## src/verilog/rs_ctrl_settings.svh

```systemverilog
//************************************************************
// Reed-Solomon main controller settings
// Block length, output window length and counter widths
// shared by the controller packages and sequencers
//************************************************************
`ifndef RS_CTRL_SETTINGS_SVH
`define RS_CTRL_SETTINGS_SVH

// Words per codeword loaded into the FIFO
`define RS_BLOCK_WORDS 31

// Output window, the block plus one evaluator pipeline slot
`define RS_OUT_WORDS 32

// Word counter width
`define RS_CNT_W 5

// Error locator degree and root count width
`define RS_DEG_W 3

`endif
```

## src/verilog/rs_xfer_pkg.sv

```systemverilog
//************************************************************
// Word transfer types
// Word counter, codeword FIFO control and the status of the
// corrected-word output window
//************************************************************
`include "rs_ctrl_settings.svh"

package rs_xfer_pkg;

   typedef logic [`RS_CNT_W-1:0] word_count_t;

   // Control word for the codeword FIFO
   typedef struct packed {
      logic shift_fifo;
      logic hold_fifo;
      logic en_infifo;
      logic en_outfifo;
   } fifo_ctrl_t;

   typedef struct packed {
      logic dataoutstart;
      logic dataoutend;
      logic lastdataout;
      logic evalerror;
   } out_status_t;

endpackage

```

## src/verilog/rs_flow_pkg.sv

```systemverilog
//************************************************************
// Decode flow types
// Sequencer states, key-equation solver status and the
// enables sent to the syndrome, KES and CSEE units
//************************************************************
`include "rs_ctrl_settings.svh"

package rs_flow_pkg;

   typedef enum logic [3:0] {
      IDLE,
      LOAD,
      WAIT_IN,
      SYND,
      KES_START,
      KES_WAIT,
      CSEE,
      OUTPUT,
      OUT_LOAD,
      OUT_BUSY,
      FAIL
   } flow_state_t;

   // Status returned by the datapath
   typedef struct packed {
      logic                 errdetect;
      logic                 finish_kes;
      logic [`RS_DEG_W-1:0] lambda_degree;
      logic [`RS_DEG_W-1:0] rootcntr;
   } kes_status_t;

   typedef struct packed {
      logic active_sc;
      logic active_kes;
      logic active_csee;
      logic evalsynd;
      logic errfound;
   } unit_enable_t;

endpackage

```

## src/verilog/rs_main_control.sv

```systemverilog
//************************************************************
// Reed-Solomon decoder main controller
// Joins codeword intake, the decode sequencer and the
// corrected-word output so two codewords can be in flight
//************************************************************
module rs_main_control (
   input  logic                      clock1,
   input  logic                      reset,
   input  logic                      start,
   input  rs_flow_pkg::kes_status_t  kes,
   output rs_flow_pkg::unit_enable_t units,
   output logic                      ready,
   output logic                      decode_fail,
   output rs_xfer_pkg::fifo_ctrl_t   fifo,
   output rs_xfer_pkg::out_status_t  out
);

   logic in_shift;
   logic datain_done;
   logic en_outfifo;

   word_intake intake_i (
      .clock1      (clock1),
      .reset       (reset),
      .active_sc   (units.active_sc),
      .in_shift    (in_shift),
      .datain_done (datain_done)
   );

   decode_sequencer sequencer_i (
      .clock1      (clock1),
      .reset       (reset),
      .start       (start),
      .kes         (kes),
      .datain_done (datain_done),
      .dataoutend  (out.dataoutend),
      .units       (units),
      .en_outfifo  (en_outfifo),
      .ready       (ready),
      .decode_fail (decode_fail)
   );

   word_output output_i (
      .clock1      (clock1),
      .reset       (reset),
      .en_outfifo  (en_outfifo),
      .in_shift    (in_shift),
      .datain_done (datain_done),
      .fifo        (fifo),
      .out         (out)
   );

endmodule

```

## src/verilog/word_output.sv

```systemverilog
//************************************************************
// Corrected-word output
// Times the output window from the rising edge of the FIFO
// output enable and builds the FIFO control word
//************************************************************
`include "rs_ctrl_settings.svh"

module word_output (
   input  logic                     clock1,
   input  logic                     reset,
   input  logic                     en_outfifo,
   input  logic                     in_shift,
   input  logic                     datain_done,
   output rs_xfer_pkg::fifo_ctrl_t  fifo,
   output rs_xfer_pkg::out_status_t out
);
   import rs_xfer_pkg::*;

   localparam word_count_t LAST_SLOT = word_count_t'(`RS_OUT_WORDS - 1);

   logic        en_out_q;
   logic        window_start;
   logic        window_on;
   logic        window_end;
   logic        end_pulse;
   logic        block_held;
   word_count_t slot_cnt;

   assign window_start = en_outfifo && !en_out_q;
   assign window_end   = window_on && (slot_cnt == LAST_SLOT);

   always_ff @(posedge clock1 or negedge reset) begin
      if (!reset) begin
         en_out_q   <= 1'b0;
         window_on  <= 1'b0;
         slot_cnt   <= '0;
         end_pulse  <= 1'b0;
      end else begin
         en_out_q  <= en_outfifo;
         end_pulse <= window_end;
         if (window_start) begin
            window_on <= 1'b1;
            slot_cnt  <= '0;
         end else if (window_end) begin
            window_on <= 1'b0;
            slot_cnt  <= '0;
         end else if (window_on) begin
            slot_cnt <= slot_cnt + 1'b1;
         end
      end
   end

   // Loaded block waiting for its own window
   always_ff @(posedge clock1 or negedge reset) begin
      if (!reset)
         block_held <= 1'b0;
      else if (datain_done)
         block_held <= 1'b1;
      else if (window_start)
         block_held <= 1'b0;
   end

   always_comb begin
      out.dataoutstart = window_on && (slot_cnt == '0);
      out.dataoutend   = end_pulse;
      out.lastdataout  = window_end;
      out.evalerror    = window_on;
      fifo.shift_fifo  = in_shift || window_on;
      fifo.hold_fifo   = block_held && !(in_shift || window_on);
      fifo.en_infifo   = in_shift;
      fifo.en_outfifo  = en_outfifo;
   end

endmodule

```

## src/verilog/decode_sequencer.sv

```systemverilog
//************************************************************
// Decode sequencer
// Paces syndrome evaluation, the key-equation solver and the
// Chien search, and decides decode failure when each
// corrected-word window closes
//************************************************************
module decode_sequencer (
   input  logic                      clock1,
   input  logic                      reset,
   input  logic                      start,
   input  rs_flow_pkg::kes_status_t  kes,
   input  logic                      datain_done,
   input  logic                      dataoutend,
   output rs_flow_pkg::unit_enable_t units,
   output logic                      en_outfifo,
   output logic                      ready,
   output logic                      decode_fail
);
   import rs_flow_pkg::*;

   flow_state_t  state;
   flow_state_t  state_next;
   logic         err_path;
   logic         err_path_next;
   logic         next_pend;
   logic         in_loaded;
   logic         locator_bad;
   unit_enable_t units_next;
   logic         en_outfifo_next;
   logic         ready_next;
   logic         decode_fail_next;

   assign err_path_next = (state == SYND) ? kes.errdetect : err_path;

   // Locator degree must match the number of roots found
   assign locator_bad = err_path && (kes.lambda_degree != kes.rootcntr);

   always_comb begin
      flow_state_t done_state;
      if (locator_bad)
         done_state = FAIL;
      else if (next_pend)
         done_state = WAIT_IN;
      else
         done_state = IDLE;
      state_next = state;
      case (state)
         IDLE:
            if (start)
               state_next = LOAD;
         LOAD:
            state_next = WAIT_IN;
         WAIT_IN:
            if (datain_done || in_loaded)
               state_next = SYND;
         SYND:
            state_next = kes.errdetect ? KES_START : OUTPUT;
         KES_START:
            state_next = KES_WAIT;
         KES_WAIT:
            if (kes.finish_kes)
               state_next = CSEE;
         CSEE:
            state_next = OUTPUT;
         OUTPUT:
            if (dataoutend)
               state_next = done_state;
            else if (start)
               state_next = OUT_LOAD;
         OUT_LOAD:
            state_next = dataoutend ? done_state : OUT_BUSY;
         OUT_BUSY:
            if (dataoutend)
               state_next = done_state;
         FAIL:
            if (next_pend)
               state_next = WAIT_IN;
            else if (start)
               state_next = LOAD;
            else
               state_next = IDLE;
         default:
            state_next = IDLE;
      endcase
   end

   // Outputs of the state being entered
   always_comb begin
      units_next       = '0;
      en_outfifo_next  = 1'b0;
      ready_next       = 1'b1;
      decode_fail_next = 1'b0;
      case (state_next)
         LOAD:
            units_next.active_sc = 1'b1;
         SYND: begin
            units_next.evalsynd = 1'b1;
            ready_next          = 1'b0;
         end
         KES_START: begin
            units_next.errfound   = 1'b1;
            units_next.active_kes = 1'b1;
            ready_next            = 1'b0;
         end
         KES_WAIT: begin
            units_next.active_kes = 1'b1;
            ready_next            = 1'b0;
         end
         CSEE: begin
            units_next.active_kes  = 1'b1;
            units_next.active_csee = 1'b1;
            ready_next             = 1'b0;
         end
         OUTPUT: begin
            units_next.active_kes = err_path_next;
            en_outfifo_next       = 1'b1;
         end
         OUT_LOAD: begin
            units_next.active_sc  = 1'b1;
            units_next.active_kes = err_path_next;
            en_outfifo_next       = 1'b1;
         end
         OUT_BUSY: begin
            units_next.active_kes = err_path_next;
            en_outfifo_next       = 1'b1;
            ready_next            = 1'b0;
         end
         FAIL:
            decode_fail_next = 1'b1;
         default: begin
         end
      endcase
   end

   always_ff @(posedge clock1 or negedge reset) begin
      if (!reset) begin
         state       <= IDLE;
         err_path    <= 1'b0;
         units       <= '0;
         en_outfifo  <= 1'b0;
         ready       <= 1'b1;
         decode_fail <= 1'b0;
      end else begin
         state       <= state_next;
         err_path    <= err_path_next;
         units       <= units_next;
         en_outfifo  <= en_outfifo_next;
         ready       <= ready_next;
         decode_fail <= decode_fail_next;
      end
   end

   // A block accepted during output, and whether it has finished loading
   always_ff @(posedge clock1 or negedge reset) begin
      if (!reset) begin
         next_pend <= 1'b0;
         in_loaded <= 1'b0;
      end else begin
         if (state == OUTPUT && state_next == OUT_LOAD)
            next_pend <= 1'b1;
         else if (state_next inside {IDLE, LOAD, WAIT_IN})
            next_pend <= 1'b0;
         if (state_next == SYND)
            in_loaded <= 1'b0;
         else if (datain_done)
            in_loaded <= 1'b1;
      end
   end

endmodule

```

## src/verilog/word_intake.sv

```systemverilog
//************************************************************
// Codeword intake
// Shifts one block of words into the FIFO after each
// syndrome unit start and flags the last word
//************************************************************
`include "rs_ctrl_settings.svh"

module word_intake (
   input  logic clock1,
   input  logic reset,
   input  logic active_sc,
   output logic in_shift,
   output logic datain_done
);
   import rs_xfer_pkg::*;

   localparam word_count_t LAST_WORD = word_count_t'(`RS_BLOCK_WORDS - 1);

   word_count_t word_cnt;

   // Shifting begins the cycle after active_sc
   always_ff @(posedge clock1 or negedge reset) begin
      if (!reset) begin
         in_shift <= 1'b0;
         word_cnt <= '0;
      end else if (active_sc) begin
         in_shift <= 1'b1;
         word_cnt <= '0;
      end else if (datain_done) begin
         in_shift <= 1'b0;
         word_cnt <= '0;
      end else if (in_shift) begin
         word_cnt <= word_cnt + 1'b1;
      end
   end

   // High on the last word of the block
   assign datain_done = in_shift && (word_cnt == LAST_WORD);

endmodule

```

## config.mk

```make
export PLATFORM = sky130hd
export DESIGN_NAME = rs_main_control
export DESIGN_NICKNAME = d
export VERILOG_FILES = /design/src/verilog/rs_xfer_pkg.sv /design/src/verilog/rs_flow_pkg.sv /design/src/verilog/rs_main_control.sv /design/src/verilog/word_output.sv /design/src/verilog/decode_sequencer.sv /design/src/verilog/word_intake.sv
export VERILOG_INCLUDE_DIRS = /design/src /design/src/verilog
export SDC_FILE = /design/constraint.sdc
export NUM_CORES = 1
export LEC_CHECK = 0
export BUFFER_PORTS_ARGS = -buffer_cell sky130_fd_sc_hd__buf_2
export CORE_MARGIN = 2
export CORE_UTILIZATION = 50
export CTS_CLUSTER_DIAMETER = 40
export DETAILED_ROUTE_END_ITERATION = 10
export GPL_TIMING_DRIVEN = 0
export PLACE_DENSITY = 0.78
export SLEW_MARGIN = 40
export SYNTH_ARGS = -nofsm -noshare
export SYNTH_HDL_FRONTEND = slang
export SYNTH_SLANG_ARGS = --single-unit
```

## constraint.sdc

```tcl
create_clock -name clock1 -period 2.8 [get_ports clock1]
set_input_delay 0.28 -clock clock1 [delete_from_list [all_inputs] [get_ports clock1]]
set_output_delay 0.28 -clock clock1 [all_outputs]
set_load 0.05 [all_outputs]
```

# ---- Yosys cells after proc, flatten, opt, wreduce, memory -nomap -nowiden
# Cells that the tools add are included.
dict set report classes {
  add_sub_neg 2
  reduce_logical 26
  eq_ne 23
  n_mux 38
}
# op n
set ops {}
lappend ops {{one-hot mux 4 bit (11 select lines)} 1}
lappend ops {{2-to-1 mux 4 bit} 9}
lappend ops {{== test 4 x 3 -> 1 bit (second input constant)} 8}
lappend ops {{2-to-1 mux 5 bit} 6}
lappend ops {{== test 4 bit (second input constant)} 6}
lappend ops {{2-to-1 mux 1 bit} 19}
lappend ops {{== test 4 x 2 -> 1 bit (second input constant)} 4}
lappend ops {{adder 5 x 1 -> 5 bit (second input constant)} 2}
lappend ops {{== test 5 bit (second input constant)} 2}
lappend ops {{nonzero test 2 bit} 5}
lappend ops {{nonzero test 3 bit} 3}
lappend ops {{== test 4 x 1 -> 1 bit (second input constant)} 2}
lappend ops {{zero test 4 bit} 2}
lappend ops {{logical AND 1 bit} 7}
lappend ops {{OR reduction 3 bit} 2}
lappend ops {{zero test 5 bit} 1}
lappend ops {{OR reduction 5 bit} 1}
lappend ops {{2-to-1 mux 2 bit} 2}
lappend ops {{inequality test 3 bit} 1}
lappend ops {{zero test 1 bit} 2}
lappend ops {{logical OR 1 bit} 2}
lappend ops {{one-hot mux 1 bit (2 select lines)} 1}
lappend ops {{OR reduction 2 bit} 1}
dict set report word_totals {
  regBits 30
  inputBits 11
  word_cells 108
  out_inout_bits 15
}

# ---- Longest topological paths before layout
dict set report logic_depth {
  depth_word 9
  mapped_depth 7
  ltp_nobuf 7
}

# ---- Hierarchy
# A second synthesis with hierarchy kept.
dict set report unflattened {
  hier_cells 166
  area_unflattened_um2 1679.1
}
# module area_each_um2 cells_per_inst instances
set modules_own_cells {}
lappend modules_own_cells {decode_sequencer 858.3 83 1}
lappend modules_own_cells {word_output 494.2 48 1}
lappend modules_own_cells {word_intake 326.6 35 1}

# ---- Worst setup path before layout
# OpenSTA, ideal clock, no wires.
dict set report synth_path {
  kind {reg2out}
  start {register output_i.window_on}
  end {output port out[3] in the netlist's numbering}
  arrival_time_ns 2.316
  t_required_ns 2.520
  slack_ns 0.204
  stages_incl_launch_ff 4
  cell_sequence {dfrtp_1 clkbuf_1 nand2b_1 nor4b_1}
}
# element line_no
set synth_rtl {}
lappend synth_rtl {{start, declared} word_output.sv:23} ;# logic window_on;
lappend synth_rtl {{start signal, assigned} word_output.sv:35} ;# window_on <= 1'b0;
lappend synth_rtl {{start signal, assigned} word_output.sv:42} ;# window_on <= 1'b1;
lappend synth_rtl {{start signal, assigned} word_output.sv:45} ;# window_on <= 1'b0;
lappend synth_rtl {{end, declared} rs_main_control.sv:15} ;# output rs_xfer_pkg::out_status_t out

# ---- Worst setup path after layout
dict set report layout_path {
  start {register output_i.slot_cnt[0]}
  end {output port out[1] in the netlist's numbering}
}
dict set report layout_via {
  elab_chain_len 2
}
# element line_no
set layout_rtl {}
lappend layout_rtl {{start, declared} word_output.sv:27} ;# word_count_t slot_cnt;
lappend layout_rtl {{start signal, assigned} word_output.sv:48} ;# slot_cnt <= slot_cnt + 1'b1;
lappend layout_rtl {{== test 5 bit} word_output.sv:30} ;# assign window_end = window_on && (slot_cnt == LAST_SLOT);
lappend layout_rtl {{logical AND 1 bit} word_output.sv:30}
# No other way between the ends.

==> results.md <==
- Max transition margin: 0.575
- Period minus WS final: 2.16 ns
- Clock Tree Root: clkbuf_4
- Routed len/inst: 12.7 um
- Largest net degree at the start of global routing: 31
- Fin. max-slew vios: 0
- Global-route wire length before repair: 4.99 mm
- Layout Nets: 217
- Chip height: 61.8 um
- CTS tree: yes
- Num CTS Buffers: 5
- CP startpoint kind: flop
- Ant. Diodes: 0
- Crit path max fanout: 7
- Initial antenna violation count: 0
- Final Power: 2.20 mW
- Worst-Skew Late Latency: 0.33 ns
- Area growth syn-to-layout: 16.2%
- # IOs: 26
- Ys Warns: 0
- Critical path arrival: 1.88 ns
- Setup violations, final: 0
- Chip Width: 61.8 um
- Synthesized cell area: 1670 um^2
- Clock Pin Slew Worst Setup and Hold Paths: 0.09 ns
- Post-Syn Nets: 184
- Detailed Route Iter0 Violations: 73
- Share of the synthesized area in the top cell type: 0.434
- Asr flop ratio synth: 1.00
- Maxcap violations: 0
- Synth top area cells: dfrtp_1 (43%), nor2_1 (3.8%), ha_1 (3.7%)
- Cts hold-fix bufs: 1
- Worst-Margin Slew: 0.637 ns
- Number of global-route vias before repair: 1137
- Predominant post-synthesis flop cell: dfrtp_1
- Grt ovf: 0
- Post-synthesis sequential area ratio: 0.450
- Synth Instances: 168
- #FFs+latches synth: 30
- Post-CTS setup buffer count: 0
- Largest family of logic cells by synthesized area: simple AND/OR/NAND/NOR gates
- Core area: 3130 um^2
- Mapped Avg Cell Area: 9.95 um^2
- Post-layout util: 0.621
- P_leak: 0.958 nW
- Mux share of post-synthesis cell area: 0.0277
- Share of cells above drive strength 1: 0.284
- Via-to-Cell Ratio: 5.39
- Post-synth EDFFs: 0
- Critical path type: flop to output port
- Routed WL: 3.11 mm
- Synth top cells by count: dfrtp_1 (29), nor2_1 (17), a21oi_1 (11)
- Final ANT Viol Nets: 0
- Post-Synth XOR/XNOR Area: 0.0210
- Final Hold Fails: 0
- Worst VDD drop: 549 uV
- Clock skew: 0.0170 ns
- Max Freq: 464 MHz
- Via count: 1321
- Crit path capture type: output port
- FP Rows: 20
- Post-DP HPWL: 2.37 mm
- GPL Wtd Cong: 0.912
- Final TNS setup: 0 ns
- DRC: 0
- Final period util: 0.770
- Initial core utilization: 0.534
- Yosys cell types: 50
- HP Class: input pin to flop
- Clock Path Buffers: 2
- Outcome: finished, final reports clean
- Compound-Gate Fraction of Synth Area: 0.168
- Count leader, synth: dfrtp_1
- PwrDens: 1130 nW/um^2
- H-tree levels: 2
- Clock Sink Count: 30
- IO buf count: 25
- First-pass DRT Iterations: 4
- Req. time, crit path: 2.52 ns
- RSZ-0062 raised after global routing: false
- Post_cts resized: 0
- Largest area contributor in the netlist: dfrtp_1
- Post-Synth Simple-Gate Area: 0.222
- Die ar.: 3820 um^2
- Post-Synth Adder-Cell Area: 0.0374
- Total GRT Usage: 0.181
## critical path, cell delays in order (launching register included)
cell     delay, ns
dfrtp_1       0.41
ha_1          0.23
and3_1        0.18
ha_1          0.24
and2_1        0.18
buf_4         0.12
buf_2         0.20
## layout make-up
cell class	instances	area (um^2)
multi-input combinational	115	795
inverter	10	37.5
clock buffer	6	51.3
sequential	30	752
buffer	13	87.6
timing repair buffer	26	135
tap	44	55.1
fill	281	1180
clock inverter	1	30.0
## cell usage in the layout, fill, tap and decap left out, types with 3 or more instances in the layout
cell	n
nor2b_1	5
nor2_1	17
a21oi_1	11
buf_2	29
o21ai_1	3
nand2b_1	7
clkbuf_4	5
nand2_1	5
o21ai_0	5
dfrtp_1	29
and2_1	4
a21o_1	3
and3_1	4
xor2_1	4
inv_1	10
buf_4	7
ha_1	5
## per-layer routing
metal	GRT usage	vias to the layer above	routed length [um]
li1	-	648	-
met1	0.233	629	1410
met2	0.286	37	1500
met3	0.0683	7	172
met4	0.0547	0	35
met5	0	-	0
## stage by stage
step | area [um^2] | worst slack (ns) | std cells | hold WS, ns
2_1_floorplan | 1670 | 0.204 | 168 | -0.0156
3_3_place_gp | 1850 | 0.991 | 237 | 0.331
3_5_place_dp | 1850 | 0.968 | 237 | 0.347
4_1_cts | 1940 | 0.624 | 245 | 0.222
5_1_grt | 1940 | 0.507 | 245 | 0.227
6_report | 1940 | 0.643 | 245 | 0.229
## registers in the layout, indices dropped and copies added, names as in the netlist
name / cells
intake_i.in_shift: 1
intake_i.word_cnt: 5
output_i.block_held: 1
output_i.en_out_q: 1
output_i.end_pulse: 1
output_i.slot_cnt: 5
output_i.window_on: 1
sequencer_i.decode_fail: 1
sequencer_i.en_outfifo: 1
sequencer_i.err_path: 1
sequencer_i.in_loaded: 1
sequencer_i.next_pend: 1
sequencer_i.ready: 1
sequencer_i.state: 4
sequencer_i.units: 5
## final timing paths
| kind | start | slack [ns] | depth (start not counted) | end |
|---|---|---|---|---|
| setup reg to reg | sequencer_i.state[2]$_DFF_PN0_ | 0.88 | 6 | sequencer_i.next_pend$_DFFE_PN0P_ |
| setup / recovery | output_i.slot_cnt[0]$_DFFE_PN0P_ | 0.64 | 6 | out[1] |
| hold / removal | kes[7] | 0.23 | 3 | sequencer_i.units[0]$_DFF_PN0_ |
| max in group asynchronous | reset | 1.87 | 2 | sequencer_i.state[3]$_DFF_PN0_ |
| min in group asynchronous | reset | 0.50 | 2 | intake_i.word_cnt[3]$_DFFE_PN0P_ |
| hold reg to reg | sequencer_i.en_outfifo$_DFF_PN0_ | 0.44 | 0 | output_i.en_out_q$_DFF_PN0_ |
## cells by family after synthesis
| logic type | count (synthesis) |
|---|---|
| fa+ha+maj | 5 |
| xor+xnor | 4 |
| mux | 4 |
| buf+inv | 23 |
| simple gates | 63 |
| flops | 30 |
| compound gates | 39 |
## report_power, final
part / switching, mW / internal [mW]
clock network: 0.143 / 0.208
logic: 0.672 / 0.445
registers: 0.125 / 0.606
total: 0.940 / 1.26
Power figures use the tool's default switching activity.
